**src/cpu_pkg.sv**
```systemverilog
package cpu_pkg;

  localparam int XLEN       = 32;
  localparam int IMEM_WORDS = 64;
  localparam int DMEM_WORDS = 64;
  localparam int REG_ID_W   = 5;
  localparam int IMEM_AW    = $clog2(IMEM_WORDS);
  localparam int DMEM_AW    = $clog2(DMEM_WORDS);

  localparam logic [6:0] OP_R      = 7'b0110011;
  localparam logic [6:0] OP_I      = 7'b0010011;
  localparam logic [6:0] OP_LOAD   = 7'b0000011;
  localparam logic [6:0] OP_STORE  = 7'b0100011;
  localparam logic [6:0] OP_BRANCH = 7'b1100011;
  localparam logic [6:0] OP_JAL    = 7'b1101111;

  typedef logic [31:0] instr_t;

  // add is zero so a cleared control is a plain nop
  typedef enum logic [2:0] {
    ALU_ADD,
    ALU_SUB,
    ALU_AND,
    ALU_OR,
    ALU_XOR,
    ALU_SLT
  } alu_op_e;

  typedef struct packed {
    logic                reg_write;
    logic                mem_read;
    logic                mem_write;
    logic                branch;
    logic                branch_ne;
    logic                jump;
    logic                alu_src_imm;
    alu_op_e             alu_op;
    logic [REG_ID_W-1:0] rd;
  } control_t;

  typedef struct packed {
    logic [XLEN-1:0] pc;
    instr_t          instr;
  } if_id_t;

  typedef struct packed {
    logic [XLEN-1:0]     pc;
    logic [XLEN-1:0]     read1;
    logic [XLEN-1:0]     read2;
    logic [XLEN-1:0]     imm;
    logic [REG_ID_W-1:0] rs1;
    logic [REG_ID_W-1:0] rs2;
    control_t            ctrl;
  } id_ex_t;

  typedef struct packed {
    logic [XLEN-1:0] alu_res;
    logic [XLEN-1:0] store_data;
    control_t        ctrl;
  } ex_mem_t;

  typedef struct packed {
    logic [XLEN-1:0] wb_data;
    control_t        ctrl;
  } mem_wb_t;

  typedef struct packed {
    logic                valid;
    logic [REG_ID_W-1:0] rd;
    logic [XLEN-1:0]     data;
  } commit_t;

endpackage

```
**src/hazard_unit.sv**
```systemverilog
module hazard_unit (
  input  logic [cpu_pkg::REG_ID_W-1:0] id_rs1,
  input  logic [cpu_pkg::REG_ID_W-1:0] id_rs2,
  input  logic                         id_uses_rs2,
  input  cpu_pkg::control_t            ex_ctrl,
  output logic                         stall
);

  logic load_in_ex;
  logic hit_rs1;
  logic hit_rs2;

  assign load_in_ex = ex_ctrl.mem_read && (ex_ctrl.rd != '0);

  // rs1 is zeroed by decode when the field is an immediate
  assign hit_rs1 = (ex_ctrl.rd == id_rs1);
  assign hit_rs2 = id_uses_rs2 && (ex_ctrl.rd == id_rs2);

  assign stall = load_in_ex && (hit_rs1 || hit_rs2);

endmodule

```
**config.mk**
```make
export PLATFORM = sky130hd
export DESIGN_NAME = hazard_unit
export DESIGN_NICKNAME = d
export VERILOG_FILES = /design/src/cpu_pkg.sv /design/src/hazard_unit.sv
export SDC_FILE = /design/constraint.sdc
export NUM_CORES = 1
export LEC_CHECK = 0
export ABC_AREA = 1
export CAP_MARGIN = 20
export CORE_AREA = 4 4 41 43
export DETAILED_ROUTE_END_ITERATION = 12
export DIE_AREA = 0 0 45 47
export DONT_BUFFER_PORTS = 1
export GPL_TIMING_DRIVEN = 0
export PLACE_DENSITY = 0.34
export SLEW_MARGIN = 40
export SYNTH_ARGS = -nofsm -noshare
export SYNTH_HDL_FRONTEND = slang
export SYNTH_SLANG_ARGS = --single-unit
```
**constraint.sdc**
```tcl
create_clock -name vclk -period 0.8
set_input_delay 0.08 -clock vclk [all_inputs]
set_output_delay 0.08 -clock vclk [all_outputs]
set_load 0.05 [all_outputs]
```
==> flow_summary.ini <==
[yosys]
synthTopCellsByCount = 24 x nand2_1, 11 x inv_1, 9 x nor2_1
synth_area_um2 = 206
syn-num-nets = 78
ys_types = 8
yosys.area.top_type = nand2_1
yosysMostFrequentCell = nand2_1
yosysTopAreaCellShare_pct = 43.6
synthCells = 52
synth-seq-area-share_pct = 0
yosys_warnings = 0
yosys-top-cells-area = nand2_1 44%, inv_1 20%, nor2_1 16%, nand3_1 7.3%, xnor2_1 4.2%
syn_area_per_cell_um2 = 3.97

[place]
placed_area_um2 = 244
numPortBuffers = 0
gp_congestion = 0.643
place_hpwl_um = 536

[routing]
drt_iter0_markers = 0
final_antenna_net_count = 0
post-route-drc-count = 0
drt_wl_total_um = 570
vias = 265
post_drt_wl_per_cell_um = 8.51
viasPerCell = 3.96
drt_first_pass_iters = 1

[cells_and_area]
nNetsFinal = 80
fill_cells = 157
seq_cells = 0
syn_to_final_growth_pct = 70.3
n_antenna_cell = 0
drive_gt1_share_pct = 61.5
nClkBuffers = 0
multi_input_area_um2 = 251
seq_area_um2 = 0
final_area_um2 = 352

[global_routing]
grtUsageTotal_pct = 5.27
grt_pass1_vias = 234
antenna_found_initial = 0
grt_pass1_wl_um = 862
grt-ovfl-total = 0
grt_max_degree = 6

[timing]
final-setup-viol-count = 1
slew-limit-headroom_pct = 73.8
grt_setup_unrepaired = yes
fmax_ghz = 1.18
period_needed_ns = 0.849
fin_crit_sh_pct = 106
worstMarginPinSlew_ns = 0.392
setup_tns_ns = -0.0487
drv_slew = 0
setup_slack_ns = -0.0487
hold_viol_final = 0

[power]
p_clk_share_pct = 0
p_per_area_mw_per_mm2 = 394
p_int_w = 0.0000653
power.total_w = 0.000138
swShare_pct = 52.8
seqPwrFrac_pct = 0
leakage_nw = 0.173
comb_power_share_pct = 100.0
p_sw_w = 0.0000731
ir_drop_v = 0.000113

[floorplan]
die_area_mm2 = 0.00212
core_region_area_mm2 = 0.00130
die_w_um = 45
die_h_um = 47
start_util_pct = 15.9
rows = 13
pin_count = 27

[setup_path]
critPathLaunchType = primary input
cp.required_ns = 0.72
path_max_fanout = 3
arrival_ns = 0.77
cp-end-kind = primary output
crit_type = in -> out

[run_status]
status = finished, violations left
violations = negative setup slack

[worst_hold_path]
hold_depth = 2
hp-start = ex_ctrl[13]
hp-class = in -> out
hold_end = stall

[run]
drv_cap = 0

[clock_network]
cts_setup_buffers = 0
hold_buffers = 0
[layout make-up]
| type | instances | area share [%] |
|---|---|---|
| inverters | 13 | 23.1 |
| multi-input cells | 39 | 71.5 |
| well taps | 15 | 5.34 |
[power by group through the flow]
stage,registers [W],logic (W),clock network (W)
2_1_floorplan,0,0.0000769,0
3_3_place_gp,0,0.0000872,0
3_5_place_dp,0,0.0000874,0
4_1_cts,0,0.0000960,0
5_1_grt,0,0.000156,0
6_report,0,0.000138,0
[cells by family (layout without fill, tap and decap cells)]
logic type / Yosys count / after routing / share of synthesized area (%)
AO/OA/AOI/OAI: 2 / 2 / 4.84
AND/OR/NAND/NOR: 36 / 36 / 67.3
buffers and inverters: 13 / 13 / 23.6
XOR/XNOR: 1 / 1 / 4.24
[stage by stage]
| step | setup slack, ns | instances | utilization [%] | hold slack [ns] |
|---|---|---|---|---|
| final | -0.0487 | 67 | 27.0 | 0.381 |
| after global routing | -0.116 | 67 | 27.0 | 0.391 |
| after detailed placement | -0.120 | 67 | 18.8 | 0.382 |
| after global placement | -0.122 | 67 | 18.8 | 0.383 |
| after CTS | -0.103 | 67 | 20.7 | 0.382 |
| after floorplan | -0.0341 | 52 | - | 0.376 |
[routing by layer]
metal | vias to the layer above | part of all wire, % | GRT usage [%]
li1 | 151 | - | -
met1 | 106 | 39 | 6.29
met4 | 0 | 0 | 0
met5 | - | 0 | 0
met3 | 0 | 6.1 | 0.383
met2 | 8 | 55 | 10.7
[how the worst max path moves through the flow]
stage                     slack (ns)        from  endpoint  cells after the start
after floorplan                -0.03  ex_ctrl[0]     stall                      5
after global placement         -0.12  ex_ctrl[2]     stall                      6
after detailed placement       -0.12  ex_ctrl[2]     stall                      6
after CTS                      -0.10   id_rs2[2]     stall                      6
after global routing           -0.12   id_rs1[1]     stall                      6
final                          -0.05  ex_ctrl[3]     stall                      6
[layout by cell type (no fill, tap or decap), drive strengths merged]
| cell | synthesis | routed |
|---|---|---|
| inv | 13 | 13 |
| o21ai | 1 | 1 |
| nor2 | 9 | 9 |
| nand3 | 3 | 3 |
| a21oi | 1 | 1 |
| nand2 | 24 | 24 |
| xnor2 | 1 | 1 |
[critical path, cell delays in order]
cell and delay, ns:
inv_8 0.02, nand2_4 0.05, nand2_2 0.06, nor2_4 0.10, nand3_2 0.09, a21oi_4 0.37
[what timing repair did]
item | 4_1_cts | 5_1_grt
setup endpoints to repair | 1 | 1
pin swaps | 10 | 15
resized for setup | 12 | 31
(Power assumes the default switching activity.)
