[src/cpu_pkg.sv]
package cpu_pkg;

  localparam int XLEN       = 32;
  localparam int IMEM_WORDS = 64;
  localparam int DMEM_WORDS = 64;
  localparam int REG_ID_W   = 5;
  localparam int IMEM_AW    = $clog2(IMEM_WORDS);
  localparam int DMEM_AW    = $clog2(DMEM_WORDS);

  localparam logic [6:0] OP_R      = 7'b0110011;
  localparam logic [6:0] OP_I      = 7'b0010011;
  localparam logic [6:0] OP_LOAD   = 7'b0000011;
  localparam logic [6:0] OP_STORE  = 7'b0100011;
  localparam logic [6:0] OP_BRANCH = 7'b1100011;
  localparam logic [6:0] OP_JAL    = 7'b1101111;

  typedef logic [31:0] instr_t;

  // add is zero so a cleared control is a plain nop
  typedef enum logic [2:0] {
    ALU_ADD,
    ALU_SUB,
    ALU_AND,
    ALU_OR,
    ALU_XOR,
    ALU_SLT
  } alu_op_e;

  typedef struct packed {
    logic                reg_write;
    logic                mem_read;
    logic                mem_write;
    logic                branch;
    logic                branch_ne;
    logic                jump;
    logic                alu_src_imm;
    alu_op_e             alu_op;
    logic [REG_ID_W-1:0] rd;
  } control_t;

  typedef struct packed {
    logic [XLEN-1:0] pc;
    instr_t          instr;
  } if_id_t;

  typedef struct packed {
    logic [XLEN-1:0]     pc;
    logic [XLEN-1:0]     read1;
    logic [XLEN-1:0]     read2;
    logic [XLEN-1:0]     imm;
    logic [REG_ID_W-1:0] rs1;
    logic [REG_ID_W-1:0] rs2;
    control_t            ctrl;
  } id_ex_t;

  typedef struct packed {
    logic [XLEN-1:0] alu_res;
    logic [XLEN-1:0] store_data;
    control_t        ctrl;
  } ex_mem_t;

  typedef struct packed {
    logic [XLEN-1:0] wb_data;
    control_t        ctrl;
  } mem_wb_t;

  typedef struct packed {
    logic                valid;
    logic [REG_ID_W-1:0] rd;
    logic [XLEN-1:0]     data;
  } commit_t;

endpackage

[src/forwarding_unit.sv]
module forwarding_unit (
  input  logic [cpu_pkg::REG_ID_W-1:0] ex_rs1,
  input  logic [cpu_pkg::REG_ID_W-1:0] ex_rs2,
  input  cpu_pkg::ex_mem_t             mem_stage,
  input  cpu_pkg::mem_wb_t             wb_stage,
  output logic [cpu_pkg::XLEN-1:0]     fwd1,
  output logic [cpu_pkg::XLEN-1:0]     fwd2,
  output logic                         fwd1_sel,
  output logic                         fwd2_sel
);

  logic mem_ok, wb_ok;
  logic mem1, mem2;
  logic wb1, wb2;

  assign mem_ok = mem_stage.ctrl.reg_write && (mem_stage.ctrl.rd != '0);
  assign wb_ok  = wb_stage.ctrl.reg_write && (wb_stage.ctrl.rd != '0);

  assign mem1 = mem_ok && (mem_stage.ctrl.rd == ex_rs1);
  assign mem2 = mem_ok && (mem_stage.ctrl.rd == ex_rs2);
  assign wb1  = wb_ok && (wb_stage.ctrl.rd == ex_rs1);
  assign wb2  = wb_ok && (wb_stage.ctrl.rd == ex_rs2);

  // youngest producer first
  assign fwd1_sel = mem1 || wb1;
  assign fwd2_sel = mem2 || wb2;
  assign fwd1     = mem1 ? mem_stage.alu_res : wb_stage.wb_data;
  assign fwd2     = mem2 ? mem_stage.alu_res : wb_stage.wb_data;

endmodule

[config.mk]
export PLATFORM = sky130hd
export DESIGN_NAME = forwarding_unit
export DESIGN_NICKNAME = d
export VERILOG_FILES = /design/src/cpu_pkg.sv /design/src/forwarding_unit.sv
export SDC_FILE = /design/constraint.sdc
export NUM_CORES = 1
export LEC_CHECK = 0
export BUFFER_PORTS_ARGS = -buffer_cell sky130_fd_sc_hd__buf_2
export CAP_MARGIN = 20
export CORE_AREA = 3 3 78 80
export DETAILED_ROUTE_END_ITERATION = 8
export DIE_AREA = 0 0 81 83
export PLACE_DENSITY = 0.68
export SYNTH_ARGS = -nofsm -noshare
export SYNTH_HDL_FRONTEND = slang
export SYNTH_SLANG_ARGS = --single-unit
[constraint.sdc]
create_clock -name vclk -period 3
set_clock_uncertainty 0.05 [all_clocks]
set_input_delay 0.6 -clock vclk [all_inputs]
set_output_delay 0.6 -clock vclk [all_outputs]
set_load 0.05 [all_outputs]
==> results.sh <==
export IMPL_critPathMaxStageDelay_ns=0.54
export IMPL_detail_route_first_pass_iterations=4
export IMPL_drt_total_wl_mm=4.032
export IMPL_area_growth_pct=64.33
export IMPL_final_core_util=0.3960
export IMPL_netlist_area_um2=1319
export IMPL_globalRouteTotalUtil=0.1048
export IMPL_grt_first_pass_wirelength_mm=5.989
export IMPL_synth_compound_area_share=0.02941
export IMPL_critical_path_slowest_cell="or4_4"
export IMPL_power_leakage_uw=0.001137
export IMPL_post_synth_inst_count=102
export IMPL_drive_gt1_frac=0.8968
export IMPL_cts_hold_buffers=0
export IMPL_hold_viol_final=0
export IMPL_gp_congestion=0.7124
export IMPL_dp_hpwl_mm=3.624
export IMPL_count_of_distinct_cell_types_in_the_synthesized_netlist=14
export IMPL_dieArea_um2=6723
export IMPL_post_synth_top_area_fraction=0.6603
export IMPL_most_frequent_standard_cell_in_the_layout_excluding_fill_and_tap_cells="buf_2"
export IMPL_die_height_um=83
export IMPL_finalWorstPathRequiredPeriod_ns=2.910
export IMPL_remaining_routing_drc_violations=0
export IMPL_min_delay_start="wb_stage[37]"
export IMPL_yosys_area_share_xor_xnor=0.1328
export IMPL_effective_utilization_at_floorplan=0.2410
export IMPL_power_density_nw_per_um2=206.9
export IMPL_synth_avg_cell_area_um2=12.93
export IMPL_nets=390
export IMPL_critPathLaunchType="input port"
export IMPL_final_fill_count=573
export IMPL_power_ir_vdd_worst_mv=0.08248
export IMPL_viasPerCell=4.370
export IMPL_worst_slew_pin_slew_ns=0.3735
export IMPL_timing_final_max_slew_violations=0
export IMPL_top_fanout_value_on_the_critical_path=18
export IMPL_register_area_um2=0
export IMPL_ios=202
export IMPL_postCtsSetupRepairBufs=0
export IMPL_synth_top_cells_by_area="mux2_4 (66%), xnor2_1 (6.6%), xor2_1 (6.6%)"
export IMPL_critPathMostFrequentCell="buf_2"
export IMPL_drt_antenna_violating_nets=0
export IMPL_avgRoutedWirePerCell_um=12.44
export IMPL_sequential_cell_total=0
export IMPL_run_status="finished, final reports clean"
export IMPL_synth_seq_area_share=0
export IMPL_path_buf_inv=3
export IMPL_drt_initial_drc_count=19
export IMPL_grt_setup_unrepaired="false"
export IMPL_fmax_mhz=343.7
export IMPL_setup_viol_count_final=0
export IMPL_hold_class="in -> out"
export IMPL_n_antenna_cell=0
export IMPL_setup_worst_path_class="in -> out"
export IMPL_synth_largest_area_cell="mux2_4"
export IMPL_maxCapViolCount=0
export IMPL_timing_critical_path_arrival_ns=2.26
export IMPL_final_min_period_over_clock_period=0.9700
export IMPL_min_delay_worst_endpoint="fwd1[22]"
export IMPL_grt_max_degree=20
export IMPL_fp_coreArea_um2=5473
export IMPL_synth_mux_area_fraction=0.7116
export IMPL_dominant_combinational_cell_family_by_area_after_synthesis="multiplexers"
export IMPL_critPathRequiredTime_ns=2.35
export IMPL_initial_antenna_violation_count=0
export IMPL_clockBufferCount=0
export IMPL_floorplan_rows=27
export IMPL_yosys_area_share_adder=0
export IMPL_post_synth_and_or_nand_nor_area_fraction=0.06357
export IMPL_worstHoldPathCells=3
export IMPL_detailroute_via_count=1416
export IMPL_totalNegativeSetupSlack_ns=0
export IMPL_leading_cell_types_in_the_layout_fill_and_taps_excluded="buf_2 (152), mux2_4 (58), xor2_1 (10), xnor2_1 (10), mux2_2 (6)"
export IMPL_crit_path_cell_trace="buf_2, or4_4, o21ai_4, nor4_4, buf_12, mux2_4, buf_2"
export IMPL_number_of_warning_messages_in_the_yosys_log=0
export IMPL_port_buffers=152
export IMPL_vias_in_the_first_global_route=1310
export IMPL_crit_family="simple AND/OR/NAND/NOR gates"
export IMPL_cts_resized=0
export IMPL_end_kind="output pin"
export IMPL_mappedNetlistNets=238
export IMPL_max_slew_margin_rel=0.7491
export IMPL_overflow=0
export IMPL_fp_dieW_um=81
logic make-up after synthesis:
group,count (synthesis)
AND/OR/NAND/NOR,8
AO/OA/AOI/OAI,4
XOR/XNOR,20
multiplexers,64
buffers and inverters,6
per-stage QoR:
stage	instances	setup slack (ns)	area (um2)	power [uW]	hold slack, ns
2_1_floorplan	102	0.3790	1319	325.0	1.372
3_3_place_gp	324	0.09036	2167	445.9	1.604
3_5_place_dp	324	0.08381	2167	451.2	1.608
4_1_cts	324	0.08340	2167	451.8	1.609
5_1_grt	324	0.03471	2167	471.0	1.621
6_report	324	0.09014	2167	448.3	1.607
area by class of cell:
cell class         count  area, um2  share of cell area
repair buffers       156      840.8              0.3880
well taps             72      90.09             0.04157
multi-input cells     96       1236              0.5704
tightest hold or removal path, stage by stage:
cell and delay, ns:
buf_2 0.09, mux2_4 0.12, buf_2 0.25
synth_stat cells:
library cell  count
o21ai_0           1
nor4_4            2
buf_8             4
mux2_4           58
or4_4             1
mux2_2            6
nand3_1           2
a31o_2            2
xnor2_1          10
nor4_1            2
xor2_1           10
o21ai_4           1
buf_6             2
or4_1             1
how the worst max path moves through the flow:
stage                       startpoint       end  slack (ns)  depth (start not counted)
after floorplan           mem_stage[1]  fwd1[22]        0.38                          5
after global placement    mem_stage[1]  fwd1[12]        0.09                          7
after detailed placement  mem_stage[1]  fwd2[28]        0.08                          7
after CTS                 mem_stage[1]  fwd2[28]        0.08                          7
after global routing      mem_stage[1]  fwd2[25]        0.03                          7
final                     mem_stage[1]  fwd1[16]        0.09                          7
report_power, final:
part           internal (uW)  switching (uW)  total [uW]
clock                      0               0           0
sequential                 0               0           0
combinational            166             283         448
total                    166             283         448
routing by layer:
layer / part of all wire / GRT usage / up-vias
met3: 0.094 / 0.009761 / 2
met1: 0.36 / 0.1201 / 646
li1: - / - / 691
met5: 0 / 0 / -
met2: 0.54 / 0.2084 / 77
met4: 0.0030 / 0.009217 / 0
Note: power is estimated with default switching activity, not from simulation.
