$ cat src/cpu_pkg.sv
package cpu_pkg;

  localparam int XLEN       = 32;
  localparam int IMEM_WORDS = 64;
  localparam int DMEM_WORDS = 64;
  localparam int REG_ID_W   = 5;
  localparam int IMEM_AW    = $clog2(IMEM_WORDS);
  localparam int DMEM_AW    = $clog2(DMEM_WORDS);

  localparam logic [6:0] OP_R      = 7'b0110011;
  localparam logic [6:0] OP_I      = 7'b0010011;
  localparam logic [6:0] OP_LOAD   = 7'b0000011;
  localparam logic [6:0] OP_STORE  = 7'b0100011;
  localparam logic [6:0] OP_BRANCH = 7'b1100011;
  localparam logic [6:0] OP_JAL    = 7'b1101111;

  typedef logic [31:0] instr_t;

  // add is zero so a cleared control is a plain nop
  typedef enum logic [2:0] {
    ALU_ADD,
    ALU_SUB,
    ALU_AND,
    ALU_OR,
    ALU_XOR,
    ALU_SLT
  } alu_op_e;

  typedef struct packed {
    logic                reg_write;
    logic                mem_read;
    logic                mem_write;
    logic                branch;
    logic                branch_ne;
    logic                jump;
    logic                alu_src_imm;
    alu_op_e             alu_op;
    logic [REG_ID_W-1:0] rd;
  } control_t;

  typedef struct packed {
    logic [XLEN-1:0] pc;
    instr_t          instr;
  } if_id_t;

  typedef struct packed {
    logic [XLEN-1:0]     pc;
    logic [XLEN-1:0]     read1;
    logic [XLEN-1:0]     read2;
    logic [XLEN-1:0]     imm;
    logic [REG_ID_W-1:0] rs1;
    logic [REG_ID_W-1:0] rs2;
    control_t            ctrl;
  } id_ex_t;

  typedef struct packed {
    logic [XLEN-1:0] alu_res;
    logic [XLEN-1:0] store_data;
    control_t        ctrl;
  } ex_mem_t;

  typedef struct packed {
    logic [XLEN-1:0] wb_data;
    control_t        ctrl;
  } mem_wb_t;

  typedef struct packed {
    logic                valid;
    logic [REG_ID_W-1:0] rd;
    logic [XLEN-1:0]     data;
  } commit_t;

endpackage

$ cat src/decode_stage.sv
module decode_stage (
  input  logic             clk,
  input  logic             rst,
  input  cpu_pkg::if_id_t  in,
  input  cpu_pkg::mem_wb_t wb,
  output cpu_pkg::id_ex_t  out
);

  import cpu_pkg::*;

  logic [XLEN-1:0]     regs [32];
  logic [6:0]          opcode;
  logic [2:0]          funct3;
  logic [6:0]          funct7;
  logic [REG_ID_W-1:0] rs1;
  logic [REG_ID_W-1:0] rs2;
  logic [XLEN-1:0]     imm_i, imm_s, imm_b, imm_j;
  logic [XLEN-1:0]     read1;
  logic [XLEN-1:0]     read2;
  logic [XLEN-1:0]     imm;
  control_t            ctrl;

  assign opcode = in.instr[6:0];
  assign funct3 = in.instr[14:12];
  assign funct7 = in.instr[31:25];

  assign imm_i = {{20{in.instr[31]}}, in.instr[31:20]};
  assign imm_s = {{20{in.instr[31]}}, in.instr[31:25], in.instr[11:7]};
  assign imm_b = {{19{in.instr[31]}}, in.instr[31], in.instr[7], in.instr[30:25],
                  in.instr[11:8], 1'b0};
  assign imm_j = {{11{in.instr[31]}}, in.instr[31], in.instr[19:12], in.instr[20],
                  in.instr[30:21], 1'b0};

  always_comb begin
    ctrl = '0;
    case (opcode)
      OP_R: begin
        ctrl.reg_write = 1'b1;
        case (funct3)
          3'b000:  ctrl.alu_op = funct7[5] ? ALU_SUB : ALU_ADD;
          3'b111:  ctrl.alu_op = ALU_AND;
          3'b110:  ctrl.alu_op = ALU_OR;
          3'b100:  ctrl.alu_op = ALU_XOR;
          3'b010:  ctrl.alu_op = ALU_SLT;
          default: ctrl.reg_write = 1'b0;
        endcase
      end
      OP_I: begin
        ctrl.reg_write   = (funct3 == 3'b000); // addi only
        ctrl.alu_src_imm = (funct3 == 3'b000);
      end
      OP_LOAD: begin
        ctrl.reg_write   = (funct3 == 3'b010);
        ctrl.mem_read    = (funct3 == 3'b010);
        ctrl.alu_src_imm = (funct3 == 3'b010);
      end
      OP_STORE: begin
        ctrl.mem_write   = (funct3 == 3'b010);
        ctrl.alu_src_imm = (funct3 == 3'b010);
      end
      OP_BRANCH: begin
        ctrl.branch    = (funct3 == 3'b000) || (funct3 == 3'b001);
        ctrl.branch_ne = (funct3 == 3'b001);
      end
      OP_JAL: begin
        ctrl.reg_write   = 1'b1;
        ctrl.jump        = 1'b1;
        ctrl.alu_src_imm = 1'b1; // no rs2
      end
      default: ctrl = '0;
    endcase
    // x0 destinations never retire
    if (in.instr[11:7] == '0) begin
      ctrl.reg_write = 1'b0;
    end
    ctrl.rd = ctrl.reg_write ? in.instr[11:7] : '0;
  end

  // jal has immediate bits where rs1 would be
  assign rs1 = ctrl.jump ? '0 : in.instr[19:15];
  assign rs2 = in.instr[24:20];

  always_ff @(posedge clk) begin
    if (rst) begin
      for (int i = 0; i < 32; i++) begin
        regs[i] <= '0;
      end
    end else if (wb.ctrl.reg_write && wb.ctrl.rd != '0) begin
      regs[wb.ctrl.rd] <= wb.wb_data;
    end
  end

  // write-through read
  function automatic logic [XLEN-1:0] read_reg(input logic [REG_ID_W-1:0] idx);
    if (idx == '0) begin
      return '0;
    end
    if (wb.ctrl.reg_write && wb.ctrl.rd == idx) begin
      return wb.wb_data;
    end
    return regs[idx];
  endfunction

  always_comb begin
    read1 = read_reg(rs1);
    read2 = read_reg(rs2);
  end

  always_comb begin
    case (opcode)
      OP_STORE:  imm = imm_s;
      OP_BRANCH: imm = imm_b;
      OP_JAL:    imm = imm_j;
      default:   imm = imm_i;
    endcase
  end

  assign out.pc    = in.pc;
  assign out.read1 = read1;
  assign out.read2 = read2;
  assign out.imm   = imm;
  assign out.rs1   = rs1;
  assign out.rs2   = rs2;
  assign out.ctrl  = ctrl;

  // a write request arriving from writeback never names x0
  wb_no_x0: assert property (
    @(posedge clk) disable iff (rst) wb.ctrl.reg_write |-> (wb.ctrl.rd != '0)
  ) else $error("decode: register write to x0 reached writeback");

endmodule

$ cat config.mk
export PLATFORM = sky130hd
export DESIGN_NAME = decode_stage
export DESIGN_NICKNAME = d
export VERILOG_FILES = /design/src/cpu_pkg.sv /design/src/decode_stage.sv
export SDC_FILE = /design/constraint.sdc
export NUM_CORES = 2
export LEC_CHECK = 0
export BUFFER_PORTS_ARGS = -buffer_cell sky130_fd_sc_hd__buf_2
export CORE_MARGIN = 8
export CORE_UTILIZATION = 49
export CTS_BUF_LIST = sky130_fd_sc_hd__clkbuf_8 sky130_fd_sc_hd__clkbuf_16
export DETAILED_ROUTE_END_ITERATION = 12
export MAX_ROUTING_LAYER = met4
export PLACE_DENSITY = 0.66
export SETUP_SLACK_MARGIN = 0.4
export SLEW_MARGIN = 10
export SYNTH_ARGS = -nofsm -noshare
export SYNTH_HDL_FRONTEND = slang
export SYNTH_SLANG_ARGS = --single-unit
$ cat constraint.sdc
create_clock -name clk -period 5.24 [get_ports clk]
set_input_delay 0.262 -clock clk [delete_from_list [all_inputs] [get_ports clk]]
set_output_delay 0.262 -clock clk [all_outputs]
set_load 0.01 [all_outputs]
==> flow_summary.ini <==
[critical_path]
crit_buf_inv = 3
crit_top_cell = a221o_1
path_class = in2out
worst_setup_path_start_kind = primary input
critPathSlowestCell = nor2b_4
endpoint_kind = output pin
arrival_ns = 3.88
path_cells = buf_8 -> nor2b_4 -> buf_4 -> a221o_1 -> a222oi_1 -> a2111oi_0 -> a221o_1 -> buf_2
crit_family = compound AO/OA/AOI/OAI gates
path_max_fanout = 65
cpPeakStageDelay_ns = 1.07
required_ns = 4.98

[floorplanning]
rows = 124
die_area_um2 = 126000
core_um2 = 114000
dieHeight_um = 355
die_x_um = 355
ios = 266
start_util_pct = 49.4

[route]
post_drt_via_cell_ratio = 7.08
wirelength_mm = 220
drt-initial-drc-count = 8327
post-route-drc-count = 0
wl_per_cell_um = 37.5
antenna_left = 0
drt_pre_antenna_iters = 10
vias = 41500

[timing]
drv_slew = 0
timing.slew.headroom_pct = 16.2
setup_violations = 0
rsz0062_at_grt = false
hold_viol_final = 0
worst_slew_pin_slew_ns = 1.26
min_period_ns = 4.15
hold_ws_ns = 0.174
fin_ws_ns = 1.09
clock.fmax_mhz = 241
setup-tns-final_ns = 0
post-route-period-util_pct = 79.1

[global_routing]
grt_pass1_wl_mm = 302
grt_max_degree = 90
grt_pass1_vias = 39700
antenna_found_initial = 21
grt_use_total_pct = 34.7
overflow = 0

[logic_synthesis]
synth_edf_count = 1024
synth-async-reset-ratio_pct = 0
synth_area_um2 = 56400
syn_inst = 4249
ys_seq_area_share_pct = 54.5
yosysMostFrequentCell = edfxtp_1
ys_ff_latch = 1024
synth_common_cells = edfxtp_1 (1024), and2_1 (998), mux4_2 (326), clkbuf_1 (297), nand2_1 (242)
avgSynthCellArea_um2 = 13.3
yosysTopAreaCell = edfxtp_1
synthTopCellsByArea = edfxtp_1 (55%), mux4_2 (13%), and2_1 (11%)
synth_top_area_share_pct = 54.5
synth_warnings = 0
yosysUniqueCellTypes = 70
ys.flop_type = edfxtp_1

[placement]
routabilityCongestion = 0.915
port_buffers = 182
post-place-ws_ns = 1.34
dp.cells = 5636
dp_hpwl_mm = 125

[clocking]
numCtsBuffers = 109
cts.sinks = 1024
htreeDepth = 3
cts_tree = built
clk_pin_slew_ns = 0.06
clock_tree.buffer_depth = 3
root_buffer = clkbuf_16

[layout]
stdcell_count = 5856
drive_above_1_share_pct = 23.9
register_area_um2 = 30700
fill_cells = 9404
largest_reg_flops = 1024
area_growth_pct = 10.3
multi_input_area_um2 = 23700
final_nets = 4349
regMostFlops = regs
top_regs = regs x1024

[power]
max-vdd-ir-drop_mv = 0.300
p_leak_nw = 21.9
powerDensity_nw_per_um2 = 323

[worst_hold_path]
hold_path.class = in2reg
hold_end = regs[22][0]
min_path_cells = 2
hold_start = wb[15]

[run]
drv_cap = 0

[run_status]
status = finished, final reports clean
-- final cells by class --
cell class / count / share of cell area, %
Sequential cell: 1024 / 49.4
Clock buffer: 111 / 4.47
Clock inverter: 91 / 1.10
Tap cell: 1512 / 3.04
Multi-Input combinational cell: 2736 / 38.0
Inverter: 16 / 0.101
Timing Repair Buffer: 349 / 3.77
Antenna cell: 17 / 0.0684
-- kinds of logic after synthesis --
| family | after synthesis | share of synthesized area (%) |
|---|---|---|
| compound gates | 579 | 7.82 |
| xor+xnor | 6 | 0.0932 |
| buf+inv | 520 | 4.31 |
| flops | 1024 | 54.5 |
| mux | 591 | 18.0 |
| other cells | 1 | 0.00665 |
| simple gates | 1528 | 15.2 |
-- through the flow --
stage               cell area, um2  utilization, %  power (mW)
floorplan                    56500               -        11.4
global placement             58700            51.4        12.4
detailed placement           58700            51.4        12.5
CTS                          62200            54.4        19.9
global route                 62200            54.5        20.4
finish                       62200            54.5        20.1
-- worst max path at each step --
| stage | slack (ns) | cells past startpoint | endpoint | start |
|---|---|---|---|---|
| 2_1_floorplan | 2.82 | 7 | out[57] | in[20] |
| 3_3_place_gp | 1.06 | 9 | out[118] | in[4] |
| 3_5_place_dp | 1.34 | 8 | out[117] | in[15] |
| 4_1_cts | 1.33 | 8 | out[117] | in[15] |
| 5_1_grt | 1.16 | 8 | out[117] | in[15] |
| 6_report | 1.09 | 8 | out[117] | in[15] |
-- per-layer routing --
layer / share of wire, % / global-route usage (%)
met2: 43 / 49.0
met4: 6.6 / 19.9
met1: 35 / 45.1
met3: 15 / 9.44
met5: 0 / -
-- where the power goes --
| group | leakage, nW | internal, mW | switching (mW) |
|---|---|---|---|
| Clock | 1.79 | 4.31 | 3.34 |
| Sequential | 9.75 | 9.47 | 0.232 |
| Combinational | 10.4 | 0.991 | 1.72 |
-- repair_timing --
item,4_1_cts,5_1_grt
hold endpoints to repair,3,0
resized for setup,0,0
hold buffers,1,0
setup buffers,0,0
-- cells in the final DEF, fill, tap and decap left out, types with 16 or more instances in the layout --
cell type,n
mux4_2,326
or2_2,29
a221o_1,43
and2_1,998
a221oi_1,81
clkbuf_16,111
buf_4,157
conb_1,32
clkinv_2,19
o2111ai_1,16
diode_2,17
o21ai_0,86
edfxtp_1,1024
o211ai_1,18
nor3_1,55
a31oi_1,31
buf_2,176
a211oi_1,24
o221ai_1,35
nor2_1,84
a222oi_1,50
a21oi_1,65
mux2_2,114
inv_1,37
nor2_4,31
nand3_1,32
nor2b_1,18
mux2i_1,151
o22ai_1,35
nand2_1,238
clkinv_1,28
(Power assumes the default switching activity.)
