## src/cpu_pkg.sv

```systemverilog
package cpu_pkg;

  localparam int XLEN       = 32;
  localparam int IMEM_WORDS = 64;
  localparam int DMEM_WORDS = 64;
  localparam int REG_ID_W   = 5;
  localparam int IMEM_AW    = $clog2(IMEM_WORDS);
  localparam int DMEM_AW    = $clog2(DMEM_WORDS);

  localparam logic [6:0] OP_R      = 7'b0110011;
  localparam logic [6:0] OP_I      = 7'b0010011;
  localparam logic [6:0] OP_LOAD   = 7'b0000011;
  localparam logic [6:0] OP_STORE  = 7'b0100011;
  localparam logic [6:0] OP_BRANCH = 7'b1100011;
  localparam logic [6:0] OP_JAL    = 7'b1101111;

  typedef logic [31:0] instr_t;

  // add is zero so a cleared control is a plain nop
  typedef enum logic [2:0] {
    ALU_ADD,
    ALU_SUB,
    ALU_AND,
    ALU_OR,
    ALU_XOR,
    ALU_SLT
  } alu_op_e;

  typedef struct packed {
    logic                reg_write;
    logic                mem_read;
    logic                mem_write;
    logic                branch;
    logic                branch_ne;
    logic                jump;
    logic                alu_src_imm;
    alu_op_e             alu_op;
    logic [REG_ID_W-1:0] rd;
  } control_t;

  typedef struct packed {
    logic [XLEN-1:0] pc;
    instr_t          instr;
  } if_id_t;

  typedef struct packed {
    logic [XLEN-1:0]     pc;
    logic [XLEN-1:0]     read1;
    logic [XLEN-1:0]     read2;
    logic [XLEN-1:0]     imm;
    logic [REG_ID_W-1:0] rs1;
    logic [REG_ID_W-1:0] rs2;
    control_t            ctrl;
  } id_ex_t;

  typedef struct packed {
    logic [XLEN-1:0] alu_res;
    logic [XLEN-1:0] store_data;
    control_t        ctrl;
  } ex_mem_t;

  typedef struct packed {
    logic [XLEN-1:0] wb_data;
    control_t        ctrl;
  } mem_wb_t;

  typedef struct packed {
    logic                valid;
    logic [REG_ID_W-1:0] rd;
    logic [XLEN-1:0]     data;
  } commit_t;

endpackage

```

## src/execute_stage.sv

```systemverilog
module execute_stage (
  input  cpu_pkg::id_ex_t          in,
  input  logic [cpu_pkg::XLEN-1:0] fwd1,
  input  logic [cpu_pkg::XLEN-1:0] fwd2,
  input  logic                     fwd1_sel,
  input  logic                     fwd2_sel,
  output cpu_pkg::ex_mem_t         out,
  output logic                     redirect,
  output logic [cpu_pkg::XLEN-1:0] redirect_pc
);

  import cpu_pkg::*;

  logic [XLEN-1:0] op1;
  logic [XLEN-1:0] op2_reg;
  logic [XLEN-1:0] op2;
  logic [XLEN-1:0] alu_y;
  logic            equal;
  logic            taken;

  assign op1     = fwd1_sel ? fwd1 : in.read1;
  assign op2_reg = fwd2_sel ? fwd2 : in.read2;
  assign op2     = in.ctrl.alu_src_imm ? in.imm : op2_reg;

  always_comb begin
    case (in.ctrl.alu_op)
      ALU_SUB: alu_y = op1 - op2;
      ALU_AND: alu_y = op1 & op2;
      ALU_OR:  alu_y = op1 | op2;
      ALU_XOR: alu_y = op1 ^ op2;
      ALU_SLT: alu_y = {{(XLEN-1){1'b0}}, $signed(op1) < $signed(op2)};
      default: alu_y = op1 + op2;
    endcase
  end

  assign equal = (op1 == op2_reg);
  assign taken = in.ctrl.branch && (in.ctrl.branch_ne ? !equal : equal);

  assign redirect    = taken || in.ctrl.jump;
  assign redirect_pc = in.pc + in.imm;

  assign out.alu_res    = in.ctrl.jump ? in.pc + XLEN'(4) : alu_y; // link value
  assign out.store_data = op2_reg;
  assign out.ctrl       = in.ctrl;

  // branch and jump immediates from decode keep targets word aligned
  always_comb begin
    if (redirect) begin
      assert ((in.ctrl.branch || in.ctrl.jump) && redirect_pc[1:0] == 2'b00)
      else $error("execute: redirect without branch or to unaligned target");
    end
  end

endmodule

```

## config.mk

```make
export PLATFORM = sky130hd
export DESIGN_NAME = execute_stage
export DESIGN_NICKNAME = d
export VERILOG_FILES = /design/src/cpu_pkg.sv /design/src/execute_stage.sv
export SDC_FILE = /design/constraint.sdc
export NUM_CORES = 1
export LEC_CHECK = 0
export BUFFER_PORTS_ARGS = -buffer_cell sky130_fd_sc_hd__buf_4
export CAP_MARGIN = 10
export CORE_UTILIZATION = 45
export DETAILED_ROUTE_END_ITERATION = 6
export PLACE_DENSITY = 0.81
export SLEW_MARGIN = 15
export SYNTH_ARGS = -nofsm -noshare
export SYNTH_HDL_FRONTEND = slang
export SYNTH_SLANG_ARGS = --single-unit
```

## constraint.sdc

```tcl
create_clock -name vclk -period 5.55
set_input_delay 0.2775 -clock vclk [all_inputs]
set_output_delay 0.2775 -clock vclk [all_outputs]
set_load 0.02 [all_outputs]
```

==> summary.txt, run 1 <==
Routing
  – Final wirelength: approximately 38000 um
  – Antenna viol nets, final: 0
  – DR WL/cell: 20.9 um
  – 1st-iter DRT viols: 1387
  – Vias after detailed routing: 11399
  – DRC errors left: 0
  – First-pass DRT Iterations: 6
  – Vias per std cell: 6.24

Logic synthesis
  – Syn_nets: approximately 1700
  – Simple-Gate Fraction of Synth Area: 19.4%
  – Compound-Gate Fraction of Synth Area: 30.9%
  – Synth Area in Adders: between 10% and 20%
  – Main combinational cell family by area after synthesis: compound AO/OA/AOI/OAI gates
  – Synth Warn #: 0
  – Synthesized cell area: 9040 um^2
  – Post-synth top area cell: ha_1
  – Yosys cell types: between 80 and 90
  – Largest cells by area after synthesis: ha_1, a21oi_1, mux2i_1
  – Syn Area/Cell: 6.79 um^2
  – Yosys top cell area share: 17.7%
  – Synth Area in XOR/XNOR: 10.8%
  – Post-synthesis sequential area ratio: 0%
  – Proportion of synthesized area in mux cells: 11.5%
  – Cells after Synth: 1331

Setup path
  – Crit path arrival time: 4730 ps
  – Crit Path Category: in -> out
  – Req. time, crit path: 5270 ps
  – Critical-path maximum fanout: 20
  – Startpoint Class: input port
  – Most used cell along the critical path: buf_4
  – Max stage delay on crit path: 550 ps
  – Crit-path cells: buf_4 > buf_4 > mux2_2 > mux2i_1 > inv_1 > ha_1 > nand2_1 > nor3_1 > nor3b_1 > inv_1 > o211a_1 > or2_2 > o21ai_0 > xor2_1 > a221oi_1 > a22oi_1 > buf_4
  – Worst setup EP type: output port
  – Critical path's slowest cell: ha_1

GRT
  – Largest net degree at the start of global routing: 67
  – GR Overflow Total: 0
  – Met2 usage: 57.1%
  – Global Route met3 Usage: under 10%
  – Number of global-route vias before repair: just over 10000
  – Initial antenna violation count: 0
  – Gr usage total: a little over a third
  – M1 GR Usage: 47.1%
  – First-pass GRT wire length: 57300 um
  – GRT Max-Usage Layer: met2

Timing
  – Min Tclk post-route: ~5000 ps
  – Final Cycle Share: between 90% and 100%
  – Slew Viols, Final: 0
  – Hold slack: 555 ps
  – RSZ-0062 raised after global routing: no
  – TNS Setup: 0 ps
  – FMAX: about 200 MHz
  – Hold Violations, Final: 0
  – Setup violations, final: 0
  – Slew @ Worst Pin: ~1100 ps
  – Slew margin rel.: 29.3%

Floorplanning
  – Starting Density: 46.2%
  – Die area: 20700 um^2
  – Die height: ~140 um
  – Ports: between 300 and 400
  – Die Span X: between 100 and 150 um
  – Core area: 19600 um^2
  – # rows: 51

Finish
  – Seq_cells: 0
  – Most frequent cells in the layout: buf_4, a21oi_1, ha_1
  – Clkbuf count: 0
  – Area grow syn2layout: 25.7%
  – Commonest non-fill, non-tap cell in the layout: buf_4
  – Register area: 0 um^2
  – Nets@finish: about 1900
  – Layout cells sized above 1: 24.4%
  – # fillers: 1837
  – N_diodes: 0
  – Non-filler cells, final: 1828
  – Area of the multi-input gates: 8220 um^2

Pwr
  – Flop pwr share: 0%
  – Sw Share: 60.1%
  – Pwr per Cell Area: 154 nW/um^2
  – Max VDD drop: 0.0853 mV
  – Pleak: 5.56 nW
  – Comb pwr share: 100.0%
  – Clock power share: 0%
  – Int Pwr: 0.000701 W
  – Switch Pwr: 0.00105 W

Min path
  – Hold/Removal Path Class: in -> out

Job
  – Max-cap viol count: 0

Run status
  – Status: completed

Placed design
  – Port Buffers: slightly above 300
  – DP Cell Count: 1828
  – Gpl congestion: 1.03
  – Hpwl dp: roughly 31000 um

Clocking
  – Setup bufs post-CTS: 0
  – PostCTS Resize Cnt: 0
  – CTS Hold Bufs: 0
-- power by group through the flow --
| stage | clock network, W | logic (W) | registers [W] |
|---|---|---|---|
| final | 0 | 0.00176 | 0 |
| after global routing | 0 | 0.00187 | 0 |
| after floorplan | 0 | 0.00113 | 0 |
| after detailed placement | 0 | 0.00170 | 0 |
| after global placement | 0 | 0.00167 | 0 |
| after CTS | 0 | 0.00170 | 0 |
-- logic make-up after synthesis --
| kind of cell | count (synthesis) |
|---|---|
| buf+inv | 201 |
| compound gates | 418 |
| fa+ha+maj | 130 |
| simple gates | 372 |
| xor+xnor | 112 |
| mux | 98 |
-- worst max-delay path, delay by kind of cell --
kind / cells / cell delay [ps]
and+or+nand+nor: 4 / 1160
AOI/OAI and AO/OA: 4 / 950
buffers and inverters: 5 / 910
muxes: 2 / 690
adders and majority gates: 1 / 550
xor gates and xnor gates: 1 / 150
-- Yosys cell counts (all sizes together), types with 5 or more instances --
cell	n
a211oi	10
nand2b	8
a2bb2oi	5
nor4	8
or2	5
buf	38
mux2i	65
nor3	26
and2	5
nor3b	7
ha	128
o21ai	71
and3	13
a221oi	15
xnor2	51
nor2b	21
nand4	16
o221ai	7
o211ai	7
nor2	118
o21a	5
a2111oi	8
clkbuf	47
inv	116
mux2	32
a221o	5
a31oi	11
a21o	27
a22oi	11
nand2	99
o22ai	11
a21oi	150
xor2	61
a311oi	5
a31o	5
nand3	26
or3	10
o31ai	14
o21bai	16
-- area by class of cell --
class              instances  area share [%]
inverters                116            3.83
multi-input cells       1130            72.3
well taps                265            2.92
repair buffers           317            20.9
-- metal layers --
layer	vias to the layer above	share of wire (%)
met5	-	0
met4	0	4.5
met3	118	13
met2	828	44
met1	5225	38
li1	5228	-
-- worst paths after layout --
path	cells past startpoint	from	slack (ps)	endpoint
hold / removal	0	in[1]	560	out[1]
setup / recovery	17	fwd2_sel	540	out[76]
-- stage by stage --
stage          area [um^2]  util (%)  total power (W)  worst slack [ps]
2_1_floorplan         9040         -          0.00113              1040
3_3_place_gp         11400      58.0          0.00167               775
3_5_place_dp         11400      58.0          0.00170               703
6_report             11400      58.0          0.00176               538
4_1_cts              11400      58.0          0.00170               684
5_1_grt              11400      58.0          0.00187               315
(Power assumes the default switching activity.)
==> run 2, diff against run 1 <==
--- a/config.mk
+++ b/config.mk
@@ -9,7 +9,7 @@
 export CAP_MARGIN = 10
 export CORE_UTILIZATION = 45
 export DETAILED_ROUTE_END_ITERATION = 6
-export PLACE_DENSITY = 0.81
+export PLACE_DENSITY = 0.74
 export SLEW_MARGIN = 15
 export SYNTH_ARGS = -nofsm -noshare
 export SYNTH_HDL_FRONTEND = slang
==> run 2 against run 1 <==
Effect of this change:
- combinational power about the same
- cell count rose by 0.16%
- maximum frequency shrank 0.88%
- core utilization rose by 0.12 points
- die area unchanged
- via count shrank 1.6%
==> summary.txt, run 2 (same netlist as run 1, synthesis figures left out) <==
Job
  – Max-cap viol count: 0 (unchanged)

Timing
  – Min Tclk post-route: 5060 ps (+44.3 ps)
  – Slew @ Worst Pin: 972 ps (-87.2 ps)
  – Slew Viols, Final: 0 (unchanged)
  – Slew margin rel.: 35.2% (+5.8 points)
  – Final Cycle Share: 91.1% (+0.80 points)
  – Setup violations, final: 0 (unchanged)
  – Hold Violations, Final: 0 (unchanged)
  – FMAX: 198 MHz (-0.88%)
  – TNS Setup: 0 ps (unchanged)
  – RSZ-0062 raised after global routing: no

Setup path
  – Setup crit end: out[71]
  – Crit path arrival time: 4780 ps (+50 ps)
  – Crit Path Category: in -> out
  – Crit. Startpoint: fwd2_sel
  – Startpoint Class: input port
  – Req. time, crit path: 5270 ps (about the same)
  – Critical-path maximum fanout: 13 (-35%)
  – Worst setup EP type: output port

GRT
  – GRT Max-Usage Layer: met2
  – M1 GR Usage: 52.6% (+5.5 points)
  – GR Overflow Total: 0 (unchanged)
  – Met2 usage: 58.2% (+1.2 points)
  – Largest net degree at the start of global routing: 67 (unchanged)
  – Initial antenna violation count: 0 (unchanged)
  – Global Route met3 Usage: 4.40% (-2.6 points)
  – First-pass GRT wire length: 58000 um (+1.2%)
  – Gr usage total: 36.8% (+1.1 points)
  – Number of global-route vias before repair: 10098 (-2.5%)

Finish
  – Seq_cells: 0 (unchanged)
  – Layout cells sized above 1: 24.6% (+0.14 points)
  – Most frequent cells in the layout: buf_4, a21oi_1, ha_1
  – Post-Layout Inst Area: 11400 um^2 (+0.20%)
  – Commonest non-fill, non-tap cell in the layout: buf_4
  – Nets@finish: 1917 (+0.16%)
  – Clkbuf count: 0 (unchanged)
  – Register area: 0 um^2 (unchanged)
  – N_diodes: 0 (unchanged)
  – Area grow syn2layout: 25.9%

Placed design
  – Port Buffers: 305 (unchanged)
  – Gpl congestion: 0.975 (-5.8%)
  – Hpwl dp: 32900 um (+4.6%)
  – DP Area: 11400 um^2 (+0.20%)

Floorplanning
  – Die height: 144 um (unchanged)
  – # rows: 51 (unchanged)
  – Starting Density: 46.2% (unchanged)
  – Core area: 19600 um^2 (unchanged)
  – Ports: 331 (unchanged)
  – Die area: 20700 um^2 (unchanged)
  – Die Span X: 144 um (unchanged)

Routing
  – Antenna viol nets, final: 0 (unchanged)
  – 1st-iter DRT viols: 1082 (-22%)
  – Final wirelength: 39700 um (+3.8%)
  – First-pass DRT Iterations: 7 (+1)
  – Vias per std cell: 6.13 (-1.7%)
  – DRC errors left: 0 (unchanged)
  – DR WL/cell: 21.7 um (+3.6%)
  – Vias after detailed routing: 11219 (-1.6%)

Pwr
  – Max VDD drop: 0.0772 mV (-9.4%)
  – Pwr per Cell Area: 156 nW/um^2 (+0.72%)
  – Pleak: 5.57 nW (+0.25%)

Min path
  – Hold/Removal Path Class: in -> out

Clocking
  – CTS Hold Bufs: 0 (unchanged)
  – PostCTS Resize Cnt: 0 (unchanged)
  – Setup bufs post-CTS: 0 (unchanged)

Run status
  – Status: completed
## run 2: cell types whose count changed in the layout (fill, tap and decap cells not counted), sizes merged
cell / delta
buf: +3
## run 2: metrics by stage
step / instances / setup slack [ps] / hold slack [ps] / total power (W) / util (%)
2_1_floorplan: 1331 / 1040 / 668 / 0.00113 / -
3_3_place_gp: 1831 / 696 / 555 / 0.00170 / 58.1
3_5_place_dp: 1831 / 639 / 555 / 0.00172 / 58.1
4_1_cts: 1831 / 603 / 555 / 0.00173 / 58.1
5_1_grt: 1831 / 282 / 555 / 0.00189 / 58.1
6_report: 1831 / 494 / 555 / 0.00177 / 58.1
## run 2: worst max-delay path, stage by stage
cell       delay (ps)
buf_4             210
mux2_2            420
mux2i_1           220
inv_1              90
ha_1              240
fa_1              460
a211o_1           330
a31oi_1           290
o2111ai_1         250
a31oi_1           420
a21oi_1           200
a221oi_2          430
o311a_1           210
xnor2_1            90
a221oi_2          370
a21oi_1            70
buf_4             200
## run 2: report_power, final
part           internal, W  switching, W  total, W  leakage, nW
combinational     0.000704       0.00107   0.00177         5.57
sequential               0             0         0            0
clock                    0             0         0            0
total             0.000704       0.00107   0.00177         5.57
## run 2: area by class of cell
class | count | area (um^2)
inverter | 116 | 435
timing repair buffer | 320 | 2400
multi-input combinational | 1130 | 8220
tap | 265 | 332
fill | 1945 | 8210
## run 2: worst min-delay path by stage
stage,startpoint,end,slack (ps),cells after the start
6_report,in[0],out[0],560,0
5_1_grt,in[12],out[12],560,0
4_1_cts,in[4],out[4],560,0
3_5_place_dp,in[4],out[4],560,0
3_3_place_gp,in[4],out[4],560,0
2_1_floorplan,in[0],out[0],670,1
## run 2: layer usage
layer,up-vias,share of wire (%)
met3,61,10
met4,0,2.7
met1,5274,43
met5,-,0
met2,637,44
li1,5247,-
==> run 3, diff against run 2 <==
==> constraint.sdc (replaced) <==
create_clock -name vclk -period 6.5
set_input_delay 0.325 -clock vclk [all_inputs]
set_output_delay 0.325 -clock vclk [all_outputs]
set_load 0.02 [all_outputs]
==> run 3 against run 2 <==
Effect of this change:
- cell count down 0.44%
- largest cell class unchanged
- wire length down 0.44%
- critical path depth did not move
- largest power group unchanged
- highest routed layer unchanged
- critical endpoint unchanged
- clock-buffer cell count unchanged
- flip-flop and latch count unchanged
- via count decreased by 1.2%
==> summary.txt, run 3 (same netlist as run 1, synthesis figures left out) <==
Run status
  – Status: completed

Finish
  – Nets@finish: 1909 (-0.42%)
  – Commonest non-fill, non-tap cell in the layout: buf_4
  – Register area: 0 um^2 (unchanged)
  – Layout cells sized above 1: 24.2% (-0.39 points)
  – Most frequent cells in the layout: buf_4, a21oi_1, ha_1
  – Area of the multi-input gates: 8220 um^2 (unchanged)
  – Fin util: 57.8% (-0.31 points)
  – Clkbuf count: 0 (unchanged)
  – Seq_cells: 0 (unchanged)
  – Area grow syn2layout: 25.3%
  – N_diodes: 0 (unchanged)
  – # fillers: 1943 (-0.10%)
  – Non-filler cells, final: 1823 (-0.44%)

GRT
  – Met2 usage: 57.0% (-1.2 points)
  – First-pass GRT wire length: 58400 um (+0.62%)
  – Number of global-route vias before repair: 10053 (-0.45%)
  – Initial antenna violation count: 1 (+1)
  – Gr usage total: 37.3% (+0.46 points)
  – Global Route met3 Usage: 5.83% (+1.4 points)
  – M1 GR Usage: 52.7% (about the same)
  – Largest net degree at the start of global routing: 67 (unchanged)
  – GRT Max-Usage Layer: met2
  – GR Overflow Total: 0 (unchanged)

Timing
  – Slew Viols, Final: 0 (unchanged)
  – Hold Violations, Final: 0 (unchanged)
  – Min Tclk post-route: between 5000 and 6000 ps
  – FMAX: roughly 190 MHz
  – TNS Setup: 0 ps (unchanged)
  – RSZ-0062 raised after global routing: no
  – Setup violations, final: 0 (unchanged)
  – Final Cycle Share: 82.8%
  – Slew @ Worst Pin: 1110 ps (+141 ps)
  – Slew margin rel.: 25.4% (-9.8 points)

Routing
  – Final wirelength: 39500 um (-0.44%)
  – DRC errors left: 0 (unchanged)
  – Vias per std cell: 6.08 (-0.73%)
  – Antenna viol nets, final: 0 (unchanged)
  – Vias after detailed routing: 11088 (-1.2%)
  – 1st-iter DRT viols: 931 (-14%)
  – DR WL/cell: 21.7 um (about the same)
  – First-pass DRT Iterations: 5 (-2)

Setup path
  – Req. time, crit path: 6170 ps (+900 ps)
  – Crit Path Category: in -> out
  – Crit path arrival time: 5060 ps (+280 ps)
  – Worst setup EP type: output port
  – Startpoint Class: input port
  – Critical-path maximum fanout: 32 (+19)

Pwr
  – Max VDD drop: 0.0682 mV (-12%)
  – Pleak: 5.53 nW (-0.68%)
  – Design Power: 0.00150 W (-15%)
  – Pwr per Cell Area: 133 nW/um^2 (-15%)

Floorplanning
  – Starting Density: 46.2% (unchanged)
  – Core area: 19600 um^2 (unchanged)
  – Die area: 20700 um^2 (unchanged)
  – # rows: 51 (unchanged)
  – Die height: 144 um (unchanged)
  – Die Span X: 144 um (unchanged)
  – Ports: 331 (unchanged)

Clocking
  – CTS Hold Bufs: 0 (unchanged)
  – PostCTS Resize Cnt: 0 (unchanged)
  – Setup bufs post-CTS: 0 (unchanged)

Min path
  – Hold/Removal Path Class: in -> out

Placed design
  – Hpwl dp: 32800 um (-0.27%)
  – Gpl congestion: 0.987 (+1.2%)
  – DP Cell Count: 1823 (-0.44%)
  – Port Buffers: 305 (unchanged)

Job
  – Max-cap viol count: 0 (unchanged)
[run 3: worst paths after layout]
kind / from / to / slack [ps] / cells after the start
setup / recovery: fwd2_sel / out[71] / 1120 / 17
hold / removal: in[0] / out[0] / 650 / 0
[run 3: final cells by class]
class,instances,area share [%]
Multi-Input combinational cell,1130,72.5
Timing Repair Buffer,312,20.7
Inverter,116,3.84
Tap cell,265,2.93
[run 3: metal layers]
| layer | wire (um) | share of wire (%) |
|---|---|---|
| met4 | 1480 | 3.8 |
| met1 | 17000 | 43 |
| met3 | 4100 | 10 |
| met2 | 16900 | 43 |
| met5 | 0 | 0 |
[run 3: critical path, cell delays in order]
cell and delay, ps:
buf_4 400, mux2_2 450, mux2i_1 250, inv_1 110, ha_1 260, fa_1 450, a211o_1 330, a31oi_1 260
o2111ai_1 260, a31oi_1 430, a21oi_1 210, a221oi_2 410, o311a_1 220, xnor2_1 80, a221oi_2 310, a21oi_1 70
buf_4 200
[run 3: stage by stage]
stage,setup WS [ps],hold slack (ps),instance area [um^2]
final,1120,650,11300
after CTS,1250,650,11300
after global placement,1290,650,11300
after global routing,880,650,11300
after floorplan,1890,763,9040
after detailed placement,1270,650,11300
[run 3: power by group]
| group | internal (W) | total, W | switching [W] |
|---|---|---|---|
| Sequential | 0 | 0 | 0 |
| Combinational | 0.000595 | 0.00150 | 0.000907 |
| Clock | 0 | 0 | 0 |
| Total | 0.000595 | 0.00150 | 0.000907 |
